===== src/verilog/mem_types_pkg.sv =====
package mem_types_pkg;

    // byte address as issued by the core
    typedef logic [31:0] addr_t;

    // one instruction or data word
    typedef logic [31:0] word_t;

    // per-bit write enable, 1 takes the new bit
    typedef logic [31:0] mask_t;

    // access statistics counter
    typedef logic [15:0] count_t;

endpackage


===== src/verilog/mem_run_ctrl.sv =====
module mem_run_ctrl (
    input  logic                  clk,
    input  logic                  rst,
    input  logic                  exit_req,
    input  logic                  fetch_acc,
    input  logic                  load_acc,
    input  logic                  store_acc,
    output logic                  halted,
    output mem_types_pkg::count_t fetch_count,
    output mem_types_pkg::count_t load_count,
    output mem_types_pkg::count_t store_count
);
    import mem_types_pkg::*;

    // +1 unless already at the top
    function automatic count_t sat_inc(input count_t cnt, input logic hit);
        if (hit && (cnt != '1))
            return cnt + 1'b1;
        return cnt;
    endfunction

    // sticky halt, only rst clears it
    always_ff @(posedge clk) begin
        if (rst)
            halted <= 1'b0;
        else if (exit_req)
            halted <= 1'b1;
    end

    always_ff @(posedge clk) begin
        if (rst) begin
            fetch_count <= '0;
            load_count  <= '0;
            store_count <= '0;
        end else begin
            fetch_count <= sat_inc(fetch_count, fetch_acc);
            load_count  <= sat_inc(load_count, load_acc);
            store_count <= sat_inc(store_count, store_acc);
        end
    end

endmodule


===== config.mk =====
export PLATFORM = sky130hd
export DESIGN_NAME = mem_run_ctrl
export DESIGN_NICKNAME = d
export VERILOG_FILES = /design/src/verilog/mem_types_pkg.sv /design/src/verilog/mem_run_ctrl.sv
export SDC_FILE = /design/constraint.sdc
export NUM_CORES = 1
export LEC_CHECK = 0
export BUFFER_PORTS_ARGS = -buffer_cell sky130_fd_sc_hd__buf_2
export CAP_MARGIN = 20
export CORE_AREA = 3 3 57 99
export DETAILED_ROUTE_END_ITERATION = 8
export DIE_AREA = 0 0 60 102
export GPL_ROUTABILITY_DRIVEN = 0
export PLACE_DENSITY = 0.73
export SLEW_MARGIN = 30
export SYNTH_ARGS = -nofsm -noshare
export SYNTH_HDL_FRONTEND = slang
export SYNTH_SLANG_ARGS = --single-unit

===== constraint.sdc =====
create_clock -name clk -period 2.33 [get_ports clk]
set_input_delay 0.699 -clock clk [delete_from_list [all_inputs] [get_ports clk]]
set_output_delay 0.699 -clock clk [all_outputs]
set_load 0.05 [all_outputs]

## After elaboration in Yosys (flattened, before gate mapping)

Cells that the tools add are included.

- Input bits: 6
- Register bits after elaboration: 49
- Output and inout bits: 49

- Multiplexer cells: 9
- Reductions and logical operators: 3
- $add $sub $neg: 3
- Equality and inequality tests: 3

Operators with widths:

| cell | count |
|---|---|
| $add 16x1->16 const B | 3 |
| $mux 16 | 3 |
| $ne 16x16->1 const B | 3 |
| $mux 1 | 6 |
| $logic_and 1x1->1 | 3 |

## Longest topological paths before layout

Gate-level depths: netlist of run 1.

- Word-level depth: 4
- Depth in mapped cells: 5
- Depth with buffers taken out: 5

## Least setup slack after synthesis of run 1

No wires, ideal clock.

- Kind: flip-flop to flip-flop
- Start point: reg fetch_count[8]
- End point: reg fetch_count[0]
- Slack: 178 ps
- Arrival time: 2032 ps
- Path buffers: 0
- Setup time: 121 ps
- Cell stages (with the launch flop): 5
- Data required time: 2209 ps
- Path through: dfxtp_1 nand4_1 nor4_2 nor2b_2 mux2_2

- Longest elaborated chain between the ends: 4

Ends and longest elaborated chain:

| element | line | text |
|---|---|---|
| from (decl) | mem_run_ctrl.sv:9 | `output mem_types_pkg::count_t fetch_count,` |
| from (signal assigned) | mem_run_ctrl.sv:36 | `fetch_count <= sat_inc(fetch_count, fetch_acc);` |
| $ne 16x16->1 | mem_run_ctrl.sv:17 | `if (hit && (cnt != '1))` |
| $logic_and 1x1->1 | mem_run_ctrl.sv:17 |  |
| $mux 1 | mem_run_ctrl.sv:17 |  |
| $mux 1 | mem_run_ctrl.sv:31 | `if (rst) begin` |

Every way passes these cells. The select of a mux whose other input is x is not followed.
A chain may end at the register's enable or synchronous reset.

## Worst setup path after layout of run 1

- Start point: reg fetch_count[1]
- End point: reg fetch_count[0]

Same word-level chain as after synthesis.

==> results of run 1 <==
## layer usage
metal,GRT usage [%],vias up,wire length [um]
li1,-,1241,-
met1,23.9,1162,2520
met2,36.8,55,3250
met3,3.16,11,262
met4,8.19,0,91
met5,0,-,0
## synthesized netlist by cell type (2+ instances only)
library cell | number | share of area (%)
nor4_1 | 13 | 3.3
mux2i_1 | 4 | 1.6
o31a_1 | 3 | 1.1
or4_1 | 9 | 2.7
mux2_2 | 8 | 3.7
a211oi_1 | 3 | 0.92
nor2_1 | 29 | 4.4
a31oi_1 | 6 | 1.5
clkbuf_1 | 6 | 0.92
dfxtp_1 | 49 | 40
o21ai_0 | 7 | 1.4
inv_1 | 6 | 0.92
a21oi_1 | 19 | 3.9
or3_1 | 6 | 1.5
nor2b_1 | 8 | 2.0
or3_2 | 2 | 0.61
nor3_1 | 14 | 2.9
and3_1 | 4 | 1.0
nand3_1 | 18 | 3.7
nand2b_1 | 2 | 0.51
o311a_1 | 2 | 0.81
a41oi_1 | 2 | 0.71
nand2_1 | 21 | 3.2
o31ai_1 | 10 | 3.1
and4_1 | 2 | 0.71
nand4_1 | 13 | 3.3
ha_1 | 3 | 1.5
o21a_1 | 2 | 0.61
## sequential cells by signal, summed over array words and instances, names as in the netlist
signal and flops:
load_count 16, fetch_count 16, store_count 16, halted 1
## critical path, cell delays in order, from the launching register on
cell     delay (ns)
dfxtp_1        0.45
ha_1           0.32
nand3_1        0.12
nor4_2         0.41
buf_4          0.24
nor2b_2        0.05
mux2_2         0.26
## cell type report
class / count / area share (%)
Clock buffer: 7 / 2.62
Clock inverter: 1 / 0.258
Inverter: 6 / 0.773
Multi-Input combinational cell: 227 / 49.0
Sequential cell: 49 / 33.7
Tap cell: 54 / 2.32
Timing Repair Buffer: 62 / 11.3
## power groups by stage
stage | clock (uW) | sequential, uW | combinational [uW]
4_1_cts | 512 | 869 | 121
2_1_floorplan | 0 | 924 | 44.5
3_5_place_dp | 0 | 888 | 121
6_report | 499 | 869 | 120
3_3_place_gp | 0 | 888 | 119
5_1_grt | 548 | 871 | 131
## worst paths after layout
kind,cells after the start,end,slack [ns]
min,2,halted$_SDFFE_PP0P_,0.47
min reg2reg,2,halted$_SDFFE_PP0P_,0.47
max reg2reg,6,fetch_count[0]$_SDFFE_PP0P_,0.38
max,6,fetch_count[0]$_SDFFE_PP0P_,0.38
## kinds of logic after synthesis
group,Yosys count,synth area share [%]
compound gates,60,16.5
xor+xnor,1,0.356
fa+ha+maj,3,1.53
buf+inv,13,1.99
flops,49,39.9
mux,12,5.30
simple gates,151,34.4
## metrics by stage
step,hold slack (ns),cell area (um2),util [%],std cells,total power [uW]
2_1_floorplan,0.696,2460,-,289,969
3_3_place_gp,0.451,2830,57.3,398,1010
3_5_place_dp,0.461,2830,57.3,398,1010
4_1_cts,0.482,2910,59.0,406,1500
5_1_grt,0.544,2910,59.0,406,1550
6_report,0.474,2910,59.0,406,1490
==> impl_metrics.toml, run 1 <==
[placed_design]
buffer_ports.inserted = 54
detailedPlacementHpwl_um = 4530
placement.setup.worst_slack_ns = 0.250

[final_layout]
num-fill-cells = 470
area.growth.synth_to_final_pct = 18.5
multi_input_area_mm2 = 0.00143
diodes = 0
area.sequential_um2 = 981
post_route_cells_drive_above_1_share_pct = 24.4
num-nets-final = 360
most-common-layout-cells = "buf_2 (54), dfxtp_1 (49), nor2_1 (29)"
final_common_cell = "buf_2"

[yosys]
synth.yosys.warnings = 0
postSynth.topFlopCell = "dfxtp_1"
ys_seq_area_share_pct = 39.9
synth_edf_count = 0
postSynth.asyncResetShare_pct = 0
postSynthNetCount = 298
netlist-cell-type-count = 46
yosys_register_bits = 49
syn_area_per_cell_um2 = 8.50
syn-cell-area_mm2 = 0.00246
postSynthCellCount = 289

[timing]
final_period_minus_worst_setup_slack_ns = 1.95
final.setup.worst_slack_ns = 0.377
worst_pin_slew_ns = 0.722
number_of_setup_violations_in_the_final_report = 0
max_clock_freq_ghz = 0.512
timing_max_transition_violations_final = 0
fin_tns_setup_ns = 0
final-hold-violation-count = 0
relSlewSlack_pct = 51.4
rsz0062_at_grt = "false"
timing.clock.skew_ns = 0.00407
final_min_period_over_clock_period_pct = 83.8

[clocking]
clock-root-buffer = "clkbuf_8"
clk_pin_slew_worst_paths_ns = 0.09
cts_setup_buffers = 0
clock_tree_from_tritoncts = "done"
cts_resized = 0
clock_sink_count = 49
cts_max_path_buffers = 2
worstSkewPairLatency_ns = 0.30
cts_hold_buf = 0
cts-buffers-inserted = 5
h_tree_levels = 2

[floorplan]
die_area_mm2 = 0.00612
std_cell_rows = 34
die_outline_height_um = 102
design.portCount = 55
fp.dieW_um = 60
core-area_mm2 = 0.00493
floorplan.initialDensity_pct = 49.8

[grt]
vias_in_the_first_global_route = 2246
initial_antenna_violation_count = 0
grt.overflow.total = 0
grt_max_degree = 29
grt.total_usage_pct = 20.7
wire_length_of_the_first_global_routing_pass_um = 10000

[routing]
detailedRoute.firstPassIterationCount = 4
postRouteWirelength_um = 6120
route.detailed.drc = 0
detail-route-antenna-nets = 0
drtIter0Drc = 98
dr_total_vias = 2469
wl_per_cell_um = 15.1
post_drt_via_cell_ratio = 6.08

[power_and_ir_drop]
p_leak_uw = 0.00114
vdd_ir_drop_max_mv = 0.470
p_seq_share_pct = 58.4
switching_share_pct = 26.3
p_comb_share_pct = 8.1
power_density_mw_per_mm2 = 511
power_switching_uw = 392
power.clock.fraction_pct = 33.5
power_report.internal_total_uw = 1100

[min_path]
min_path_type = "reg2reg"
hold_path_startpoint = "halted$_SDFFE_PP0P_"

[setup_path]
cp_endpoint_kind = "flip-flop"
required_ns = 2.53
startpoint_type = "flip-flop"
r2r_start = "fetch_count[1]$_SDFFE_PP0P_"
largest_fanout_on_the_critical_path = 6
worst-endpoint-arrival_ns = 2.15
worstSetupPathType = "reg2reg"
crit_startpoint = "fetch_count[1]$_SDFFE_PP0P_"

[flow_run]
max_cap_violations = 0

[status]
outcome = "finished clean"
Power figures use the tool's default switching activity.
==> run 2: changes to the inputs <==
CORE_AREA = 3 3 59 101   (was 3 3 57 99)
DIE_AREA = 0 0 62 104   (was 0 0 60 102)
PLACE_DENSITY = 0.72   (was 0.73)
clock period = 1.6 ns   (was 2.33 ns; I/O delays follow)
==> impl_metrics.toml, run 2 (synthesis gave the netlist of run 1 again) <==
[status]
outcome = "finished, violations left"
violations_in_the_final_reports = "setup timing"

[timing]
final-hold-violation-count = 0
relSlewSlack_pct = 74.1
timing.clock.skew_ns = 0.00949
rsz0062_at_grt = "true"
timing_max_transition_violations_final = 0
fin_hold_ws_ns = 0.397
final_period_minus_worst_setup_slack_ns = 1.64
final.setup.worst_slack_ns = -0.0406
final_min_period_over_clock_period_pct = 103
number_of_setup_violations_in_the_final_report = 2
max_clock_freq_ghz = 0.610
worst_pin_slew_ns = 0.384

[routing]
wl_per_cell_um = 15.5
dr_total_vias = 2847
post_drt_via_cell_ratio = 5.69
detailedRoute.firstPassIterationCount = 4
postRouteWirelength_um = 7730
detail-route-antenna-nets = 0
route.detailed.drc = 0
drtIter0Drc = 114

[min_path]
min_path_type = "in2reg"

[power_and_ir_drop]
power.clock.fraction_pct = 34.1
vdd_ir_drop_max_mv = 0.531
power_report.internal_total_uw = 1630
p_seq_share_pct = 54.8
p_comb_share_pct = 11.2
p_leak_uw = 0.00171
total_power_uw = 2210
switching_share_pct = 26.1
power_switching_uw = 576
power_density_mw_per_mm2 = 556

[clocking]
clk_pin_slew_worst_paths_ns = 0.09
worstSkewPairLatency_ns = 0.30
clock-root-buffer = "clkbuf_8"
cts-buffers-inserted = 5
cts_max_path_buffers = 2
h_tree_levels = 2
clock_tree_from_tritoncts = "done"
clock_sink_count = 49

[floorplan]
floorplan.initialDensity_pct = 46.4
design.portCount = 55
die_outline_height_um = 104
die_area_mm2 = 0.00645
fp.dieW_um = 62
core-area_mm2 = 0.00530
std_cell_rows = 35

[final_layout]
layout.cell_area.non_filler_mm2 = 0.00398
most-common-layout-cells = "buf_4 (78), buf_2 (53), dfxtp_4 (35)"
num-fill-cells = 395
area.growth.synth_to_final_pct = 61.8
reg_top3 = "fetch_count: 16 flops, load_count: 16 flops, store_count: 16 flops"
post_route_cells_drive_above_1_share_pct = 58.2
diodes = 0
final_common_cell = "buf_4"
num-nets-final = 434

[grt]
grt.overflow.total = 0
grt.total_usage_pct = 23.7
vias_in_the_first_global_route = 2732
initial_antenna_violation_count = 0
grt_max_degree = 36
wire_length_of_the_first_global_routing_pass_um = 12000

[setup_path]
critical_path.endpoint = "store_count[13]$_SDFFE_PP0P_"
worst-endpoint-arrival_ns = 1.87
r2r_start = "store_count[11]$_SDFFE_PP0P_"
largest_fanout_on_the_critical_path = 3
worstReg2RegEnd = "store_count[13]$_SDFFE_PP0P_"
crit_startpoint = "store_count[11]$_SDFFE_PP0P_"
cp_endpoint_kind = "flip-flop"
startpoint_type = "flip-flop"
r2r_setup_slack_ns = -0.04
worstSetupPathType = "reg2reg"
required_ns = 1.83
reg2reg_depth = 4

[placed_design]
placement.setup.worst_slack_ns = -0.224
post_dp_cell_area_mm2 = 0.00358
buffer_ports.inserted = 54
detailedPlacementHpwl_um = 5500

[flow_run]
max_cap_violations = 0
## run 2: changes by cell type in the layout (fill, tap and decap cells not counted), sizes merged
cell,delta
buf,+73
clkinvlp,-1
clkbuf,+2
## run 2: through the flow
| step | TNS [ns] | std cells | util (%) |
|---|---|---|---|
| 4_1_cts | -0.0334 | 490 | 70.2 |
| 3_5_place_dp | -1.32 | 480 | 67.5 |
| 6_report | -0.0710 | 500 | 75.0 |
| 3_3_place_gp | -0.901 | 480 | 67.5 |
| 5_1_grt | -0.606 | 500 | 75.0 |
| 2_1_floorplan | -0.657 | 289 | - |
## run 2: cell type report
class / instances / area, um2 / area share [%]
inverters: 6 / 22.5 / 0.567
well taps: 74 / 92.6 / 2.33
flip-flops and latches: 49 / 1130 / 28.4
clock buffers: 8 / 90.1 / 2.27
multi-input cells: 227 / 1730 / 43.5
repair buffers: 136 / 912 / 22.9
## run 2: power groups by stage
stage	clock [uW]	sequential (uW)	combinational, uW
5_1_grt	825	1210	268
2_1_floorplan	0	1300	69.6
6_report	753	1210	247
4_1_cts	773	1210	235
3_5_place_dp	0	1240	234
3_3_place_gp	0	1240	224
## run 2: critical path, stage by stage, from the launching register on
cell and delay, ns:
dfxtp_4 0.37, nand4_4 0.11, or4_4 0.54, or4_4 0.43
a21oi_2 0.13
## run 2: routing by layer
layer | up-vias | global-route usage [%] | routed length (um)
met1 | 1355 | 24.8 | 2860
met3 | 17 | 4.10 | 305
met5 | - | 0 | 0
met4 | 0 | 10.5 | 193
li1 | 1390 | - | -
met2 | 85 | 42.6 | 4370
## run 2: worst min path at each step
stage                                     from                          to  slack (ns)  cells past startpoint
global route                          exit_req         halted$_SDFFE_PP0P_        0.40                      3
global placement           halted$_SDFFE_PP0P_         halted$_SDFFE_PP0P_        0.45                      2
floorplan           load_count[1]$_SDFFE_PP0P_  load_count[1]$_SDFFE_PP0P_        0.55                      2
finish                                exit_req         halted$_SDFFE_PP0P_        0.40                      3
detailed placement         halted$_SDFFE_PP0P_         halted$_SDFFE_PP0P_        0.46                      2
CTS                                   exit_req         halted$_SDFFE_PP0P_        0.39                      3
## run 2: timing repair
item / 4_1_cts / 5_1_grt
buffers inserted: 2 / 10
resized for setup: 8 / 36
hold buffers: 0 / 0
pin swaps: 6 / 18
endpoints found under the setup margin: 10 / 29
==> run 3: changes to the inputs <==
HOLD_SLACK_MARGIN = 0.02   (was not set)
SETUP_SLACK_MARGIN = 0.3   (was not set)
==> impl_metrics.toml, run 3 <==
[clocking]
clock-root-buffer = "clkbuf_8"
cts-buffers-inserted = 5
cts_hold_buf = 0
h_tree_levels = 2
cts_resized = 254
clock_sink_count = 49
cts_setup_buffers = 79
cts_max_path_buffers = 2

[status]
last-stage-reached = "clock tree synthesis (4_1_cts)"
stop_error = "[ERROR DPL-0033] detailed placement checks failed during check placement."
outcome = "did not finish"

[yosys]
postSynth.asyncResetShare_pct = 0
postSynth.topFlopCell = "dfxtp_1"
synth_top_cell_area_share_pct = 39.9
synth_most_common_cell = "dfxtp_1"
syn_area_per_cell_um2 = 8.50
netlist_top_cells_area = "dfxtp_1 (40%), nor2_1 (4.4%), a21oi_1 (3.9%)"
syn-cell-area_mm2 = 0.00246
synth_edf_count = 0
postSynthNetCount = 298
synth_top_cell_by_area = "dfxtp_1"
postSynthCellCount = 289
yosys_register_bits = 49
netlist-cell-type-count = 46
synth.yosys.warnings = 0
ys_seq_area_share_pct = 39.9
synth_common_cells = "dfxtp_1 (49), nor2_1 (29), nand2_1 (21)"

[floorplan]
die_outline_height_um = 104
floorplan.initialDensity_pct = 46.4
std_cell_rows = 35
design.portCount = 55
fp.dieW_um = 62

[placed_design]
buffer_ports.inserted = 54
detailedPlacementHpwl_um = 5340
run 3: cell counts after synthesis:
Identical to the previous run, type by type.
run 3: kinds of logic after synthesis:
kind of cell / Yosys count / share of synthesized area [%]
AND/OR/NAND/NOR: 151 / 34.4
AO/OA/AOI/OAI: 60 / 16.5
flip-flops: 49 / 39.9
buffers and inverters: 13 / 1.99
multiplexers: 12 / 5.30
adder cells (fa/ha/maj): 3 / 1.53
XOR/XNOR: 1 / 0.356
run 3: through the flow:
| stage | TNS, ns | worst slack, ns | util (%) | instances | area [um2] |
|---|---|---|---|---|---|
| 2_1_floorplan | -0.674 | -0.150 | - | 289 | 2840 |
| 3_3_place_gp | -0.652 | -0.215 | 67.5 | 464 | 3580 |
| 3_5_place_dp | -1.11 | -0.264 | 67.5 | 464 | 3580 |
==> run 4: changes to the inputs <==
CORE_AREA = 3 3 88 90   (was 3 3 59 101)
DIE_AREA = 0 0 91 93   (was 0 0 62 104)
HOLD_SLACK_MARGIN = not set   (was 0.02)
PLACE_DENSITY = not set   (was 0.72)
PLACE_DENSITY_LB_ADDON = 0.15   (was not set)
SETUP_SLACK_MARGIN = not set   (was 0.3)
clock period = 2.1 ns   (was 1.6 ns; I/O delays follow)
==> impl_metrics.toml, run 4 (synthesis gave the netlist of run 1 again) <==
[final_layout]
final_common_cell = "buf_2"
multi_input_area_mm2 = 0.00144
diodes = 0
area.growth.synth_to_final_pct = 25.8
num-nets-final = 370
most-common-layout-cells = "buf_2 (54), dfxtp_1 (45), nor2_1 (29)"
reg_top3 = "fetch_count: 16 flops, load_count: 16 flops, store_count: 16 flops"
area.sequential_um2 = 986
layout.cell_area.non_filler_mm2 = 0.00309
layout.core_utilization_pct = 43.3
post_route_cells_drive_above_1_share_pct = 27.9
num-fill-cells = 748

[timing]
timing_max_transition_violations_final = 0
timing.clock.skew_ns = 0.0112
fin_tns_setup_ns = 0
final-hold-violation-count = 0
max_clock_freq_ghz = 0.524
final_min_period_over_clock_period_pct = 90.9
final_period_minus_worst_setup_slack_ns = 1.91
relSlewSlack_pct = 52.1
rsz0062_at_grt = "false"
fin_hold_ws_ns = 0.478
worst_pin_slew_ns = 0.711
number_of_setup_violations_in_the_final_report = 0

[placed_design]
detailedPlacementHpwl_um = 4560
buffer_ports.inserted = 54
post_dp_cell_area_mm2 = 0.00297

[setup_path]
largest_fanout_on_the_critical_path = 9
reg2reg_depth = 4
worst-endpoint-arrival_ns = 2.09
required_ns = 2.28
crit_startpoint = "store_count[4]$_SDFFE_PP0P_"
worstSetupPathType = "reg2reg"
r2r_start = "store_count[4]$_SDFFE_PP0P_"
cp_endpoint_kind = "flip-flop"
startpoint_type = "flip-flop"

[min_path]
worst_hold_path.num_cells = 2
min_path_type = "reg2reg"
hold_path_startpoint = "halted$_SDFFE_PP0P_"

[clocking]
clock-root-buffer = "clkbuf_8"
h_tree_levels = 2
worstSkewPairLatency_ns = 0.30
clock_sink_count = 49
clk_pin_slew_worst_paths_ns = 0.09
cts_hold_buf = 0
clock_tree_from_tritoncts = "done"
cts-buffers-inserted = 5
cts_resized = 0
cts_setup_buffers = 0
cts_max_path_buffers = 2

[routing]
detailedRoute.firstPassIterationCount = 4
drtIter0Drc = 129
post_drt_via_cell_ratio = 5.39
wl_per_cell_um = 13.5
dr_total_vias = 2485
detail-route-antenna-nets = 0
route.detailed.drc = 0
postRouteWirelength_um = 6250

[status]
outcome = "finished clean"

[power_and_ir_drop]
power_density_mw_per_mm2 = 585
vdd_ir_drop_max_mv = 0.293
p_leak_uw = 0.00123

[floorplan]
design.portCount = 55
die_outline_height_um = 93
fp.dieW_um = 91
core-area_mm2 = 0.00714
die_area_mm2 = 0.00846
floorplan.initialDensity_pct = 34.4
std_cell_rows = 31

[grt]
grt.total_usage_pct = 14.8
vias_in_the_first_global_route = 2249
grt.overflow.total = 0
initial_antenna_violation_count = 0
wire_length_of_the_first_global_routing_pass_um = 10600
grt_max_degree = 19

[flow_run]
max_cap_violations = 0
## run 4: routing by layer
metal  routed length, um  track usage, %
met5                   0               0
met3                 313            3.86
met2                2780            23.6
met4                  99            4.65
met1                3050            19.7
## run 4: power breakdown
group | total [uW] | internal [uW] | switching (uW) | leakage [uW]
sequential | 957 | 942 | 15.3 | 0.000398
combinational | 146 | 44.5 | 102 | 0.000778
clock | 705 | 389 | 316 | 0.0000585
total | 1810 | 1380 | 433 | 0.00123
## run 4: layout make-up
class | count | share of cell area, %
inverter | 6 | 0.729
sequential | 49 | 31.9
clock buffer | 7 | 2.79
multi-input combinational | 227 | 46.5
clock inverter | 1 | 0.972
tap | 99 | 4.01
timing repair buffer | 72 | 13.1
## run 4: through the flow
| stage | instances | power (uW) | setup slack [ns] |
|---|---|---|---|
| finish | 461 | 1810 | 0.190 |
| global route | 461 | 1890 | 0.0845 |
| CTS | 461 | 1840 | 0.206 |
| detailed placement | 453 | 1130 | 0.111 |
| global placement | 453 | 1120 | 0.154 |
| floorplan | 289 | 1080 | 0.000769 |
## run 4: critical path, stage by stage (launching register included)
cell and delay [ns]:
dfxtp_1 0.46, nand4_4 0.20, or3_2 0.53, nor3b_1 0.25
mux2_2 0.36
## run 4: worst paths after layout
kind	slack, ns	to
max reg2reg	0.19	store_count[9]$_SDFFE_PP0P_
min	0.48	halted$_SDFFE_PP0P_
min reg2reg	0.48	halted$_SDFFE_PP0P_
max	0.19	store_count[9]$_SDFFE_PP0P_
