--- src/verilog/mem_types_pkg.sv ---
package mem_types_pkg;

    // byte address as issued by the core
    typedef logic [31:0] addr_t;

    // one instruction or data word
    typedef logic [31:0] word_t;

    // per-bit write enable, 1 takes the new bit
    typedef logic [31:0] mask_t;

    // access statistics counter
    typedef logic [15:0] count_t;

endpackage

--- src/verilog/mem_cfg_pkg.sv ---
package mem_cfg_pkg;

    localparam int MEM_WORDS    = 4096;                     // RAM depth in words
    localparam int READ_LATENCY = 2;                        // accept to rdata_valid
    localparam int ADDR_LSB     = 2;                        // byte offset bits dropped
    localparam int IDX_W        = $clog2(MEM_WORDS);        // word index width
    localparam int LAT_W        = $clog2(READ_LATENCY + 1); // read delay counter width

    // arbiter FSM
    typedef enum logic [1:0] {
        wait_cmd,       // idle, core requests taken here
        wait_mem_ready, // command saved, memory busy
        wait_mem_read   // read in flight
    } arb_state_t;

endpackage

--- src/verilog/mem_bus_if.sv ---
interface mem_bus_if;
    import mem_types_pkg::*;

    logic  cmd_start;   // command valid this cycle
    logic  cmd_write;   // 1 store, 0 read
    addr_t addr;
    word_t wdata;
    mask_t wmask;
    logic  cmd_ready;   // memory can take a command
    word_t rdata;
    logic  rdata_valid; // one-cycle read return

    modport master (
        output cmd_start,
        output cmd_write,
        output addr,
        output wdata,
        output wmask,
        input  cmd_ready,
        input  rdata,
        input  rdata_valid
    );

    modport slave (
        input  cmd_start,
        input  cmd_write,
        input  addr,
        input  wdata,
        input  wmask,
        output cmd_ready,
        output rdata,
        output rdata_valid
    );

endinterface

--- src/verilog/mem_arbiter.sv ---
module mem_arbiter (
    input  logic                 clk,
    input  logic                 rst,

    input  logic                 inst_start,
    input  mem_types_pkg::addr_t i_addr,
    output logic                 inst_ready,
    output mem_types_pkg::word_t inst,
    output logic                 inst_valid,

    input  logic                 d_cmd_start,
    input  logic                 d_cmd_write,
    input  mem_types_pkg::addr_t d_addr,
    input  mem_types_pkg::word_t wdata,
    input  mem_types_pkg::mask_t wmask,
    output logic                 d_cmd_ready,
    output mem_types_pkg::word_t rdata,
    output logic                 rdata_valid,

    input  logic                 halted,
    output logic                 fetch_acc,
    output logic                 load_acc,
    output logic                 store_acc,

    mem_bus_if.master            bus
);
    import mem_types_pkg::*;
    import mem_cfg_pkg::*;

    arb_state_t state;
    logic       cmd_is_inst;  // fetch owns the bus
    logic       save_d_start; // data command parked behind a fetch
    logic       save_d_write;
    addr_t      save_i_addr;
    addr_t      save_d_addr;
    word_t      save_wdata;
    mask_t      save_wmask;
    word_t      inst_q;
    word_t      rdata_q;

    logic       core_go;
    logic       take_inst;
    logic       take_data;
    logic       bus_is_inst;
    logic       bus_acc;

    assign core_go   = (state == wait_cmd) && !halted;
    assign take_inst = core_go && inst_start;
    assign take_data = core_go && d_cmd_start;

    assign inst_ready  = core_go;
    assign d_cmd_ready = core_go;

    // live request while idle, saved copy otherwise
    always_comb begin
        bus.cmd_start = 1'b0;
        bus.cmd_write = 1'b0;
        bus.addr      = save_d_addr;
        bus.wdata     = save_wdata;
        bus.wmask     = save_wmask;
        bus_is_inst   = 1'b0;
        case (state)
            wait_cmd: begin
                bus.cmd_start = take_inst || take_data;
                bus.cmd_write = !take_inst && d_cmd_write; // fetch goes first
                bus.addr      = take_inst ? i_addr : d_addr;
                bus.wdata     = wdata;
                bus.wmask     = wmask;
                bus_is_inst   = take_inst;
            end
            wait_mem_ready: begin
                bus.cmd_start = 1'b1;
                bus.cmd_write = !cmd_is_inst && save_d_write;
                bus.addr      = cmd_is_inst ? save_i_addr : save_d_addr;
                bus_is_inst   = cmd_is_inst;
            end
            wait_mem_read: begin
                // parked data command goes out as the fetch returns
                bus.cmd_start = bus.rdata_valid && cmd_is_inst && save_d_start;
                bus.cmd_write = save_d_write;
            end
            default: begin
            end
        endcase
    end

    assign bus_acc   = bus.cmd_start && bus.cmd_ready;
    assign fetch_acc = bus_acc && bus_is_inst;
    assign load_acc  = bus_acc && !bus_is_inst && !bus.cmd_write;
    assign store_acc = bus_acc && bus.cmd_write;

    assign inst_valid  = (state == wait_mem_read) && cmd_is_inst && bus.rdata_valid;
    assign rdata_valid = (state == wait_mem_read) && !cmd_is_inst && bus.rdata_valid;

    assign inst  = inst_valid ? bus.rdata : inst_q;   // hold between pulses
    assign rdata = rdata_valid ? bus.rdata : rdata_q;

    always_ff @(posedge clk) begin
        if (rst) begin
            state        <= wait_cmd;
            cmd_is_inst  <= 1'b0;
            save_d_start <= 1'b0;
            inst_q       <= '1;
            rdata_q      <= '1;
        end else begin
            case (state)
                wait_cmd: begin
                    if (take_inst || take_data) begin
                        cmd_is_inst  <= take_inst;
                        save_d_start <= take_data;
                        if (!bus.cmd_ready)
                            state <= wait_mem_ready;
                        else if (take_inst || !d_cmd_write)
                            state <= wait_mem_read;
                    end
                end
                wait_mem_ready: begin
                    if (bus.cmd_ready) begin
                        if (cmd_is_inst || !save_d_write)
                            state <= wait_mem_read;
                        else
                            state <= wait_cmd; // store done at this edge
                    end
                end
                wait_mem_read: begin
                    if (bus.rdata_valid) begin
                        if (cmd_is_inst) begin
                            inst_q <= bus.rdata;
                            if (save_d_start) begin
                                cmd_is_inst <= 1'b0;
                                if (!bus.cmd_ready)
                                    state <= wait_mem_ready;
                                else if (save_d_write)
                                    state <= wait_cmd;
                            end else begin
                                state <= wait_cmd;
                            end
                        end else begin
                            rdata_q <= bus.rdata;
                            state   <= wait_cmd;
                        end
                    end
                end
                default: state <= wait_cmd;
            endcase
        end
    end

    // request payload, captured only when taken
    always_ff @(posedge clk) begin
        if (take_inst || take_data) begin
            save_i_addr  <= i_addr;
            save_d_write <= d_cmd_write;
            save_d_addr  <= d_addr;
            save_wdata   <= wdata;
            save_wmask   <= wmask;
        end
    end

endmodule

--- src/flat_wrapper.sv ---
// flat-port wrapper written by rule: the top's interface ports become plain ports
module mem_arbiter_flat import mem_types_pkg::*; import mem_cfg_pkg::*;
  (clk, rst, inst_start, i_addr, inst_ready, inst, inst_valid, d_cmd_start, d_cmd_write, d_addr, wdata, wmask, d_cmd_ready, rdata, rdata_valid, halted, fetch_acc, load_acc, store_acc, bus_cmd_start, bus_cmd_write, bus_addr, bus_wdata, bus_wmask, bus_cmd_ready, bus_rdata, bus_rdata_valid);
  mem_bus_if bus_i ();
  input  logic clk;
  input  logic rst;
  input  logic inst_start;
  input  mem_types_pkg::addr_t i_addr;
  output logic inst_ready;
  output mem_types_pkg::word_t inst;
  output logic inst_valid;
  input  logic d_cmd_start;
  input  logic d_cmd_write;
  input  mem_types_pkg::addr_t d_addr;
  input  mem_types_pkg::word_t wdata;
  input  mem_types_pkg::mask_t wmask;
  output logic d_cmd_ready;
  output mem_types_pkg::word_t rdata;
  output logic rdata_valid;
  input  logic halted;
  output logic fetch_acc;
  output logic load_acc;
  output logic store_acc;
  output wire logic [$bits(bus_i.cmd_start)-1:0] bus_cmd_start;
  output wire logic [$bits(bus_i.cmd_write)-1:0] bus_cmd_write;
  output wire logic [$bits(bus_i.addr)-1:0] bus_addr;
  output wire logic [$bits(bus_i.wdata)-1:0] bus_wdata;
  output wire logic [$bits(bus_i.wmask)-1:0] bus_wmask;
  input wire logic [$bits(bus_i.cmd_ready)-1:0] bus_cmd_ready;
  input wire logic [$bits(bus_i.rdata)-1:0] bus_rdata;
  input wire logic [$bits(bus_i.rdata_valid)-1:0] bus_rdata_valid;
  assign bus_cmd_start = bus_i.cmd_start;
  assign bus_cmd_write = bus_i.cmd_write;
  assign bus_addr = bus_i.addr;
  assign bus_wdata = bus_i.wdata;
  assign bus_wmask = bus_i.wmask;
  assign bus_i.cmd_ready = bus_cmd_ready;
  assign bus_i.rdata = bus_rdata;
  assign bus_i.rdata_valid = bus_rdata_valid;
  mem_arbiter u_core (.clk(clk), .rst(rst), .inst_start(inst_start), .i_addr(i_addr), .inst_ready(inst_ready), .inst(inst), .inst_valid(inst_valid), .d_cmd_start(d_cmd_start), .d_cmd_write(d_cmd_write), .d_addr(d_addr), .wdata(wdata), .wmask(wmask), .d_cmd_ready(d_cmd_ready), .rdata(rdata), .rdata_valid(rdata_valid), .halted(halted), .fetch_acc(fetch_acc), .load_acc(load_acc), .store_acc(store_acc), .bus(bus_i));
endmodule
--- config.mk ---
export PLATFORM = sky130hd
export DESIGN_NAME = mem_arbiter_flat
export DESIGN_NICKNAME = d
export VERILOG_FILES = /design/src/verilog/mem_types_pkg.sv /design/src/verilog/mem_cfg_pkg.sv /design/src/verilog/mem_bus_if.sv /design/src/verilog/mem_arbiter.sv /design/src/flat_wrapper.sv
export SDC_FILE = /design/constraint.sdc
export NUM_CORES = 1
export LEC_CHECK = 0
export BUFFER_PORTS_ARGS = -buffer_cell sky130_fd_sc_hd__clkbuf_2
export CORE_ASPECT_RATIO = 1.1
export CORE_MARGIN = 10
export CORE_UTILIZATION = 53
export DETAILED_ROUTE_END_ITERATION = 10
export GPL_TIMING_DRIVEN = 0
export PLACE_DENSITY = 0.86
export SYNTH_ARGS = -nofsm -noshare
export SYNTH_HDL_FRONTEND = slang
export SYNTH_SLANG_ARGS = --single-unit
export TNS_END_PERCENT = 100
--- constraint.sdc ---
create_clock -name clk -period 8.2 [get_ports clk]
set_clock_uncertainty 0.05 [all_clocks]
set_input_delay 0.82 -clock clk [delete_from_list [all_inputs] [get_ports clk]]
set_output_delay 0.82 -clock clk [all_outputs]
set_load 0.01 [all_outputs]
# Word level (Yosys, flattened, before mapping)
# Cells that the tools add are included.
dict set report word_totals {
  romBits 0
  wordCells 77
  latchBits 0
  mem_bits_rw 0
  memories 0
  inputBits 168
  regBits 197
}
dict set report op_classes {
  mul 0
  n_mux 26
  n_eq_ne 7
  bitwise_logic 1
  n_div 0
  magnitude_cmp 0
  add_sub_neg 0
  n_reduce_logical 33
  shift 0
}
# operator n
set ops {}
lappend ops {{$mux 32} 6}
lappend ops {{$pmux 32 s2} 1}
lappend ops {{$mux 2} 10}
lappend ops {{$logic_and 1x1->1} 16}
lappend ops {{$reduce_and 3->1} 3}
lappend ops {{$logic_not 1->1} 7}
lappend ops {{$ne 2x2->1 const B} 3}
lappend ops {{$pmux 1 s3} 2}
lappend ops {{$pmux 2 s3} 1}
lappend ops {{$ne 5x5->1 const B} 1}
lappend ops {{$reduce_and 5->1} 1}
lappend ops {{$mux 1} 4}
lappend ops {{$pmux 1 s2} 2}
lappend ops {{$logic_or 1x1->1} 3}
lappend ops {{$ne 3x3->1 const B} 1}
lappend ops {{$eq 2x1->1 const B} 1}
lappend ops {{$eq 2x2->1 const B} 1}
lappend ops {{$logic_not 2->1} 1}
lappend ops {{$reduce_and 2->1} 1}
lappend ops {{$reduce_bool 2->1} 1}
lappend ops {{$not 1->1} 1}

# Logic depth before layout (Yosys ltp)
# Gate-level depths: netlist (run 1).
dict set report depth {
  ltp_word 8
  ltp_mapped 7
  depth_no_buf 4
}

# Worst setup path after synthesis (run 1)
# No wires, ideal clock.
dict set report synth_path {
  kind {input port to flip-flop}
  start {input halted}
  end {register u_core.save_d_addr[0], enable pin}
  path_buffers 0
  t_required_ns 7.651
  arrival_time_ns 4.287
  path_stages 2
  slack_ns 3.364
  setup_time_ns 0.499
  cell_sequence {nor3_1 > o21a_1}
}
dict set report synth_between {
  elab_chain_cells 4
  word_cells_on_any_way 5
}
# item line
set synth_rtl {}
lappend synth_rtl {{from (decl)} flat_wrapper.sv:20} ;# input logic halted;
lappend synth_rtl {{$logic_not 1->1 (*)} mem_arbiter.sv:47} ;# assign core_go = (state == wait_cmd) && !halted;
lappend synth_rtl {{$logic_and 1x1->1 (*)} mem_arbiter.sv:47}
lappend synth_rtl {{$logic_and 1x1->1 (on tied branches)} {mem_arbiter.sv:48, mem_arbiter.sv:49}}
lappend synth_rtl {{$logic_or 1x1->1 (*)} mem_arbiter.sv:151} ;# if (take_inst || take_data) begin
lappend synth_rtl {{to (signal assigned)} mem_arbiter.sv:154} ;# save_d_addr <= d_addr;
lappend synth_rtl {{to (decl)} mem_arbiter.sv:35} ;# addr_t save_d_addr;
# Mark *: on every way between the ends. The rest lies on a longest branch, timed or not.
# A chain may end at the register's enable or synchronous reset.

# Worst setup path after layout (run 1)
dict set report layout_path {
  start {register u_core.state[1]}
  end {output bus_addr[27]}
}
dict set report layout_between {
  elab_chain_cells 5
  word_cells_on_any_way 6
}
# item line
set layout_rtl {}
lappend layout_rtl {{from (decl)} mem_arbiter.sv:30} ;# arb_state_t state;
lappend layout_rtl {{from (signal assigned)} mem_arbiter.sv:100} ;# state <= wait_cmd;
lappend layout_rtl {{from (signal assigned)} mem_arbiter.sv:112} ;# state <= wait_mem_ready;
lappend layout_rtl {{from (signal assigned)} mem_arbiter.sv:114} ;# state <= wait_mem_read;
lappend layout_rtl {{$logic_not 2->1} {mem_arbiter.sv:47, mem_arbiter.sv:62}}
lappend layout_rtl {{$logic_and 1x1->1} mem_arbiter.sv:47}
lappend layout_rtl {{$logic_and 1x1->1} mem_arbiter.sv:48} ;# assign take_inst = core_go && inst_start;
lappend layout_rtl {{$mux 32} mem_arbiter.sv:66} ;# bus.addr = take_inst ? i_addr : d_addr;
lappend layout_rtl {{$pmux 32 s2 (*)} mem_arbiter.sv:62} ;# case (state)
lappend layout_rtl {{to (decl)} flat_wrapper.sv:26} ;# output wire logic [$bits(bus_i.addr)-1:0] bus_addr;
# Marked as above.

==> results of run 1 <==
[worst max-delay path, delay by kind of cell, from the launching register on]
kind / cells / cell delay, ns
compound gates: 1 / 0.26
buf+inv: 4 / 1.20
simple gates: 1 / 0.53
flops: 1 / 0.29
[registers in the layout, indices dropped and copies added (netlist names)]
register and flops:
u_core.save_d_start 1, u_core.save_d_addr 32, u_core.save_i_addr 32, u_core.state 2
u_core.save_wmask 32, u_core.rdata_q 32, u_core.save_d_write 1, u_core.save_wdata 32
u_core.inst_q 32, u_core.cmd_is_inst 1
[final cells by class]
type | instances | area [µm²]
flip-flops and latches | 197 | 5235
fillers | 1137 | 4984
multi-input cells | 359 | 3209
repair buffers | 337 | 1724
clock buffers | 18 | 429.2
well taps | 204 | 255.2
plain buffers | 46 | 231.5
clock inverters | 14 | 163.9
inverters | 4 | 15.01
[path summary, 6_finish.rpt]
| path | from | endpoint | slack [ns] | depth (start not counted) |
|---|---|---|---|---|
| setup / recovery | u_core.state[1] | bus_addr[27] | 4.61 | 6 |
| hold / removal | u_core.cmd_is_inst | u_core.cmd_is_inst | 0.48 | 2 |
| setup reg to reg | u_core.state[1] | u_core.save_d_addr[19] | 5.36 | 5 |
| hold reg to reg | u_core.cmd_is_inst | u_core.cmd_is_inst | 0.48 | 2 |
[stage by stage]
stage / hold WS [ns] / instance area (µm²) / worst slack (ns)
5_1_grt: 0.5008 / 11260 / 4.401
6_report: 0.4831 / 11260 / 4.614
3_5_place_dp: 0.4774 / 10670 / 4.719
2_1_floorplan: 0.4263 / 8683 / 3.364
3_3_place_gp: 0.4649 / 10620 / 1.890
4_1_cts: 0.4863 / 11260 / 4.537
[layout by cell type, fill, tap and decap left out, drive strengths merged, types with 2 or more instances in the layout]
master,instances
clkbuf,376
mux2,128
nand2,2
bufinv,2
inv,11
o21ai,2
nor2,7
mux2i,32
dfxtp,68
a21oi,2
or2,65
nor2b,32
a211oi,2
nand2b,5
edfxtp,129
and3,2
clkinvlp,2
clkinv,3
buf,25
a221oi,32
o22ai,33
[power breakdown]
part	internal, mW	switching (mW)
registers	1.11	0.0157
clock network	0.459	0.386
logic	0.162	0.201
total	1.74	0.603
[cells by family after synthesis]
group,count (synthesis),share of synthesized area
flops,197,0.6029
mux,160,0.2154
simple gates,119,0.08487
buf+inv,50,0.02839
compound gates,80,0.06845
[metal layers]
layer	vias to the layer above	track usage	wire length [µm]
met4	0	0.07988	578
met5	-	0	0
met3	30	0.09525	2636
met2	323	0.3754	12790
met1	3126	0.2469	9634
li1	3012	-	-
==> results.py, run 1 <==
metrics = {
    "die": {
        "num_rows": 49,
        "io-pin-count": 337,
        "initial_utilization": 0.5345,
        "core_area_mm2": 0.01625,
        "die_x_um": 142.0,
        "dieArea_mm2": 0.02191,
        "die_h_um": 154.2,
    },
    "yosys": {
        "synth_edf_count": 129,
        "yosys-top-cells-area": "edfxtp_1, dfxtp_1, mux2_2, mux2_4, mux2i_1",
        "yosysMostFrequentCell": "edfxtp_1",
        "async_reset_ff_frac": 0,
        "seq_area_frac_synth": 0.6029,
        "ys_ff_latch": 197,
        "yosys-top-cells-count": "edfxtp_1, mux2_2, dfxtp_1",
        "synth.top_cell.area_share": 0.4461,
        "syn_nets": 774,
        "yosys_warnings": 0,
        "netlist_area_mm2": 0.008683,
        "syn_inst": 606,
        "ys_types": 38,
        "syn_avg_cell_area_um2": 14.33,
        "ys.flop_type": "edfxtp_1",
        "synth_top_area_cell": "edfxtp_1",
    },
    "placement": {
        "gp_congestion": 0.8346,
        "dp_hpwl_um": 20060,
        "dp.cells": 1147,
        "io_buffers": 335,
    },
    "global_route": {
        "grt_max_degree": 53,
        "grt_pass1_wl_um": 38150,
        "antenna_found_initial": 0,
        "grt_usage": 0.2237,
        "overflow": 0,
        "grt_pass1_vias": 6798,
    },
    "power_and_ir_drop": {
        "power_mw": 2.338,
        "powerDensity_mw_per_mm2": 207.6,
        "irDropWorstVdd_v": 0.0001355,
        "leakage_nw": 4.795,
    },
    "setup_path": {
        "required_ns": 7.33,
        "crit_path_end_kind": "output port",
        "cp_cell_sequence": "buf_2 > nor2_1 > buf_2 > clkbuf_1 > a221oi_1 > clkbuf_2",
        "cpMaxStageDelayCell": "nor2_1",
        "arrival_ns": 2.72,
        "critPathKind": "flop to output port",
        "cpMostUsedCell": "buf_2",
        "max_stage_delay_ns": 0.53,
        "worstPathMaxFanout": 10,
        "start_kind": "flop",
    },
    "drt": {
        "via_per_inst": 5.506,
        "via_count": 6491,
        "avgRoutedWirePerCell_um": 21.74,
        "drcViolationCount": 0,
        "ant_nets": 0,
        "drt_iter0_drc": 288,
        "wirelength_um": 25640,
        "drt-pass1-iter-count": 4,
    },
    "timing": {
        "hold_violations": 0,
        "tightest_slew_ns": 0.8803,
        "rsz0062_at_grt": "false",
        "setup_viol": 0,
        "tns_ns": 0,
        "finalCritPeriodShare": 0.4373,
        "layout_min_cycle_time_ns": 3.586,
        "maxSlewViolCount": 0,
        "max-slew-margin-rel": 0.4086,
        "fmax_mhz": 278.9,
    },
    "cells_and_area": {
        "drive_gt1_frac": 0.5682,
        "area_delta_synth_final_pct": 29.71,
        "n_antenna_cell": 0,
        "finish.utilization": 0.6933,
        "finalNetCount": 1130,
        "final_cells": 1179,
    },
    "cts": {
        "cts-root-buf": "clkbuf_16",
        "cts_buffers": 17,
        "htree_num_levels": 4,
        "cts_sinks": 197,
        "cts_tree": "built",
        "cts_setup_buffers": 0,
        "hold_buffers": 0,
        "cts_buffer_depth": 2,
        "clk_pin_slew_worst_paths_ns": 0.07,
        "clkLatencyLatePin_ns": 0.44,
        "cts_resized": 0,
    },
    "run": {
        "drv_cap": 0,
    },
    "hold_path": {
        "min_path_type": "flop to flop",
    },
    "status": {
        "status": "completed",
    },
}
Power figures use the tool's default switching activity.
==> inputs of run 2 (changes only) <==
- CORE_UTILIZATION: 53 -> 44
- PLACE_DENSITY: 0.86 -> 0.76
- clock period: 8.2 -> 3 ns (I/O delays scaled with it)
==> results.py, run 2 (same netlist as run 1, synthesis figures left out) <==
metrics = {
    "timing": {
        "hold_violations": 0,
        "maxSlewViolCount": 0,
        "tns_ns": 0,
        "layout_min_cycle_time_ns": 2.895,
        "fmax_mhz": 345.4,
        "finalCritPeriodShare": 0.9651,
        "setup_slack_ns": 0.1046,
        "max-slew-margin-rel": 0.6318,
        "holdWs_ns": 0.02404,
        "tightest_slew_ns": 0.5523,
        "setup_viol": 0,
    },
    "die": {
        "core_area_mm2": 0.01923,
        "initial_utilization": 0.4515,
        "die_x_um": 153.9,
        "num_rows": 53,
        "io-pin-count": 337,
        "die_h_um": 167.3,
        "dieArea_mm2": 0.02576,
    },
    "setup_path": {
        "cpMostUsedCell": "clkbuf_1",
        "required_ns": 2.65,
        "arrival_ns": 2.55,
        "critPathKind": "flop to output port",
        "cpMaxStageDelayCell": "clkbuf_1",
        "max_stage_delay_ns": 0.48,
        "worstPathMaxFanout": 10,
        "start_kind": "flop",
        "crit_path_end_kind": "output port",
        "cp_cell_sequence": "clkbuf_1 > clkbuf_1 > o22ai_1 > a221oi_1 > clkbuf_2",
    },
    "cells_and_area": {
        "finalNetCount": 1246,
        "final_cell_mix": "clkbuf_2, edfxtp_1, dlygate4sd3_1, mux2_2, dfxtp_1",
        "drive_gt1_frac": 0.5160,
        "seq_area_mm2": 0.005235,
        "area_delta_synth_final_pct": 44.91,
        "final_common_cell": "clkbuf_2",
        "fin_area_mm2": 0.01258,
        "multi_input_area_mm2": 0.003222,
        "finish.utilization": 0.6543,
        "final_cells": 1343,
        "fillCellCount": 1374,
    },
    "power_and_ir_drop": {
        "power_mw": 6.780,
        "leakage_nw": 5.339,
        "irDropWorstVdd_v": 0.0003885,
        "powerDensity_mw_per_mm2": 538.8,
    },
    "global_route": {
        "overflow": 0,
        "antenna_found_initial": 4,
        "grt_usage": 0.2230,
        "grt_pass1_wl_um": 45260,
        "grt_pass1_vias": 7701,
        "grt_max_degree": 55,
    },
    "drt": {
        "avgRoutedWirePerCell_um": 22.48,
        "drcViolationCount": 0,
        "drt-pass1-iter-count": 5,
        "via_count": 7178,
        "via_per_inst": 5.345,
        "ant_nets": 0,
        "wirelength_um": 30200,
        "drt_iter0_drc": 496,
    },
    "placement": {
        "dp_hpwl_um": 20880,
        "place_area_mm2": 0.01073,
        "dp_slack_ns": 0.1180,
        "gp_congestion": 0.8139,
        "io_buffers": 335,
        "dp.cells": 1190,
    },
    "cts": {
        "clkLatencyLatePin_ns": 0.43,
        "cts_tree": "built",
        "cts_buffer_depth": 2,
        "cts_sinks": 197,
        "cts_buffers": 17,
        "clk_pin_slew_worst_paths_ns": 0.08,
        "htree_num_levels": 4,
        "cts-root-buf": "clkbuf_16",
    },
    "status": {
        "status": "completed",
    },
    "hold_path": {
        "min_path_type": "input pin to flop",
    },
    "run": {
        "drv_cap": 0,
    },
}
## run 2: changes by cell type in the layout (fill, tap and decap cells not counted), sizes merged
cell,change
dlygate4sd3,+116
clkinvlp,-2
clkinv,+2
diode,+5
buf,-1
bufinv,+1
## run 2: timing repair
item                       in CTS  in global routing
gates resized for setup         2                 11
setup endpoints to repair      30                 81
hold endpoints to repair      116                  0
pin swaps                       0                  0
hold buffers                  116                  0
setup buffers                   0                  0
## run 2: final timing paths
path / startpoint / end / slack (ns) / cells past startpoint
setup / recovery: u_core.cmd_is_inst / bus_addr[4] / 0.10 / 5
hold / removal: d_addr[29] / u_core.save_d_addr[29] / 0.02 / 1
setup reg to reg: u_core.state[1] / u_core.save_d_addr[22] / 0.28 / 6
hold reg to reg: u_core.cmd_is_inst / u_core.cmd_is_inst / 0.51 / 2
## run 2: critical path: cells and delay by family, from the launching register on
family                 cells  cell delay [ns]
AOI/OAI and AO/OA          2             0.62
DFF                        1             0.34
buffers and inverters      3             1.14
## run 2: where the power goes
part           switching (mW)  internal (mW)
Sequential             0.0496           3.04
Clock                    1.15           1.37
Combinational           0.614          0.547
Total                    1.82           4.96
## run 2: cell type report
| class | count | area share |
|---|---|---|
| multi-input cells | 359 | 0.2560 |
| plain buffers | 46 | 0.01899 |
| well taps | 247 | 0.02456 |
| diodes | 5 | 0.0009943 |
| inverters | 4 | 0.001193 |
| clock inverters | 15 | 0.01849 |
| flip-flops and latches | 197 | 0.4160 |
| repair buffers | 453 | 0.2299 |
| clock buffers | 17 | 0.03381 |
## run 2: layer usage
metal,routed length [µm],share of wire,GRT usage
met5,0,0,0
met4,709,0.023,0.08344
met3,2828,0.094,0.07917
met2,15250,0.50,0.3790
met1,11410,0.38,0.2511
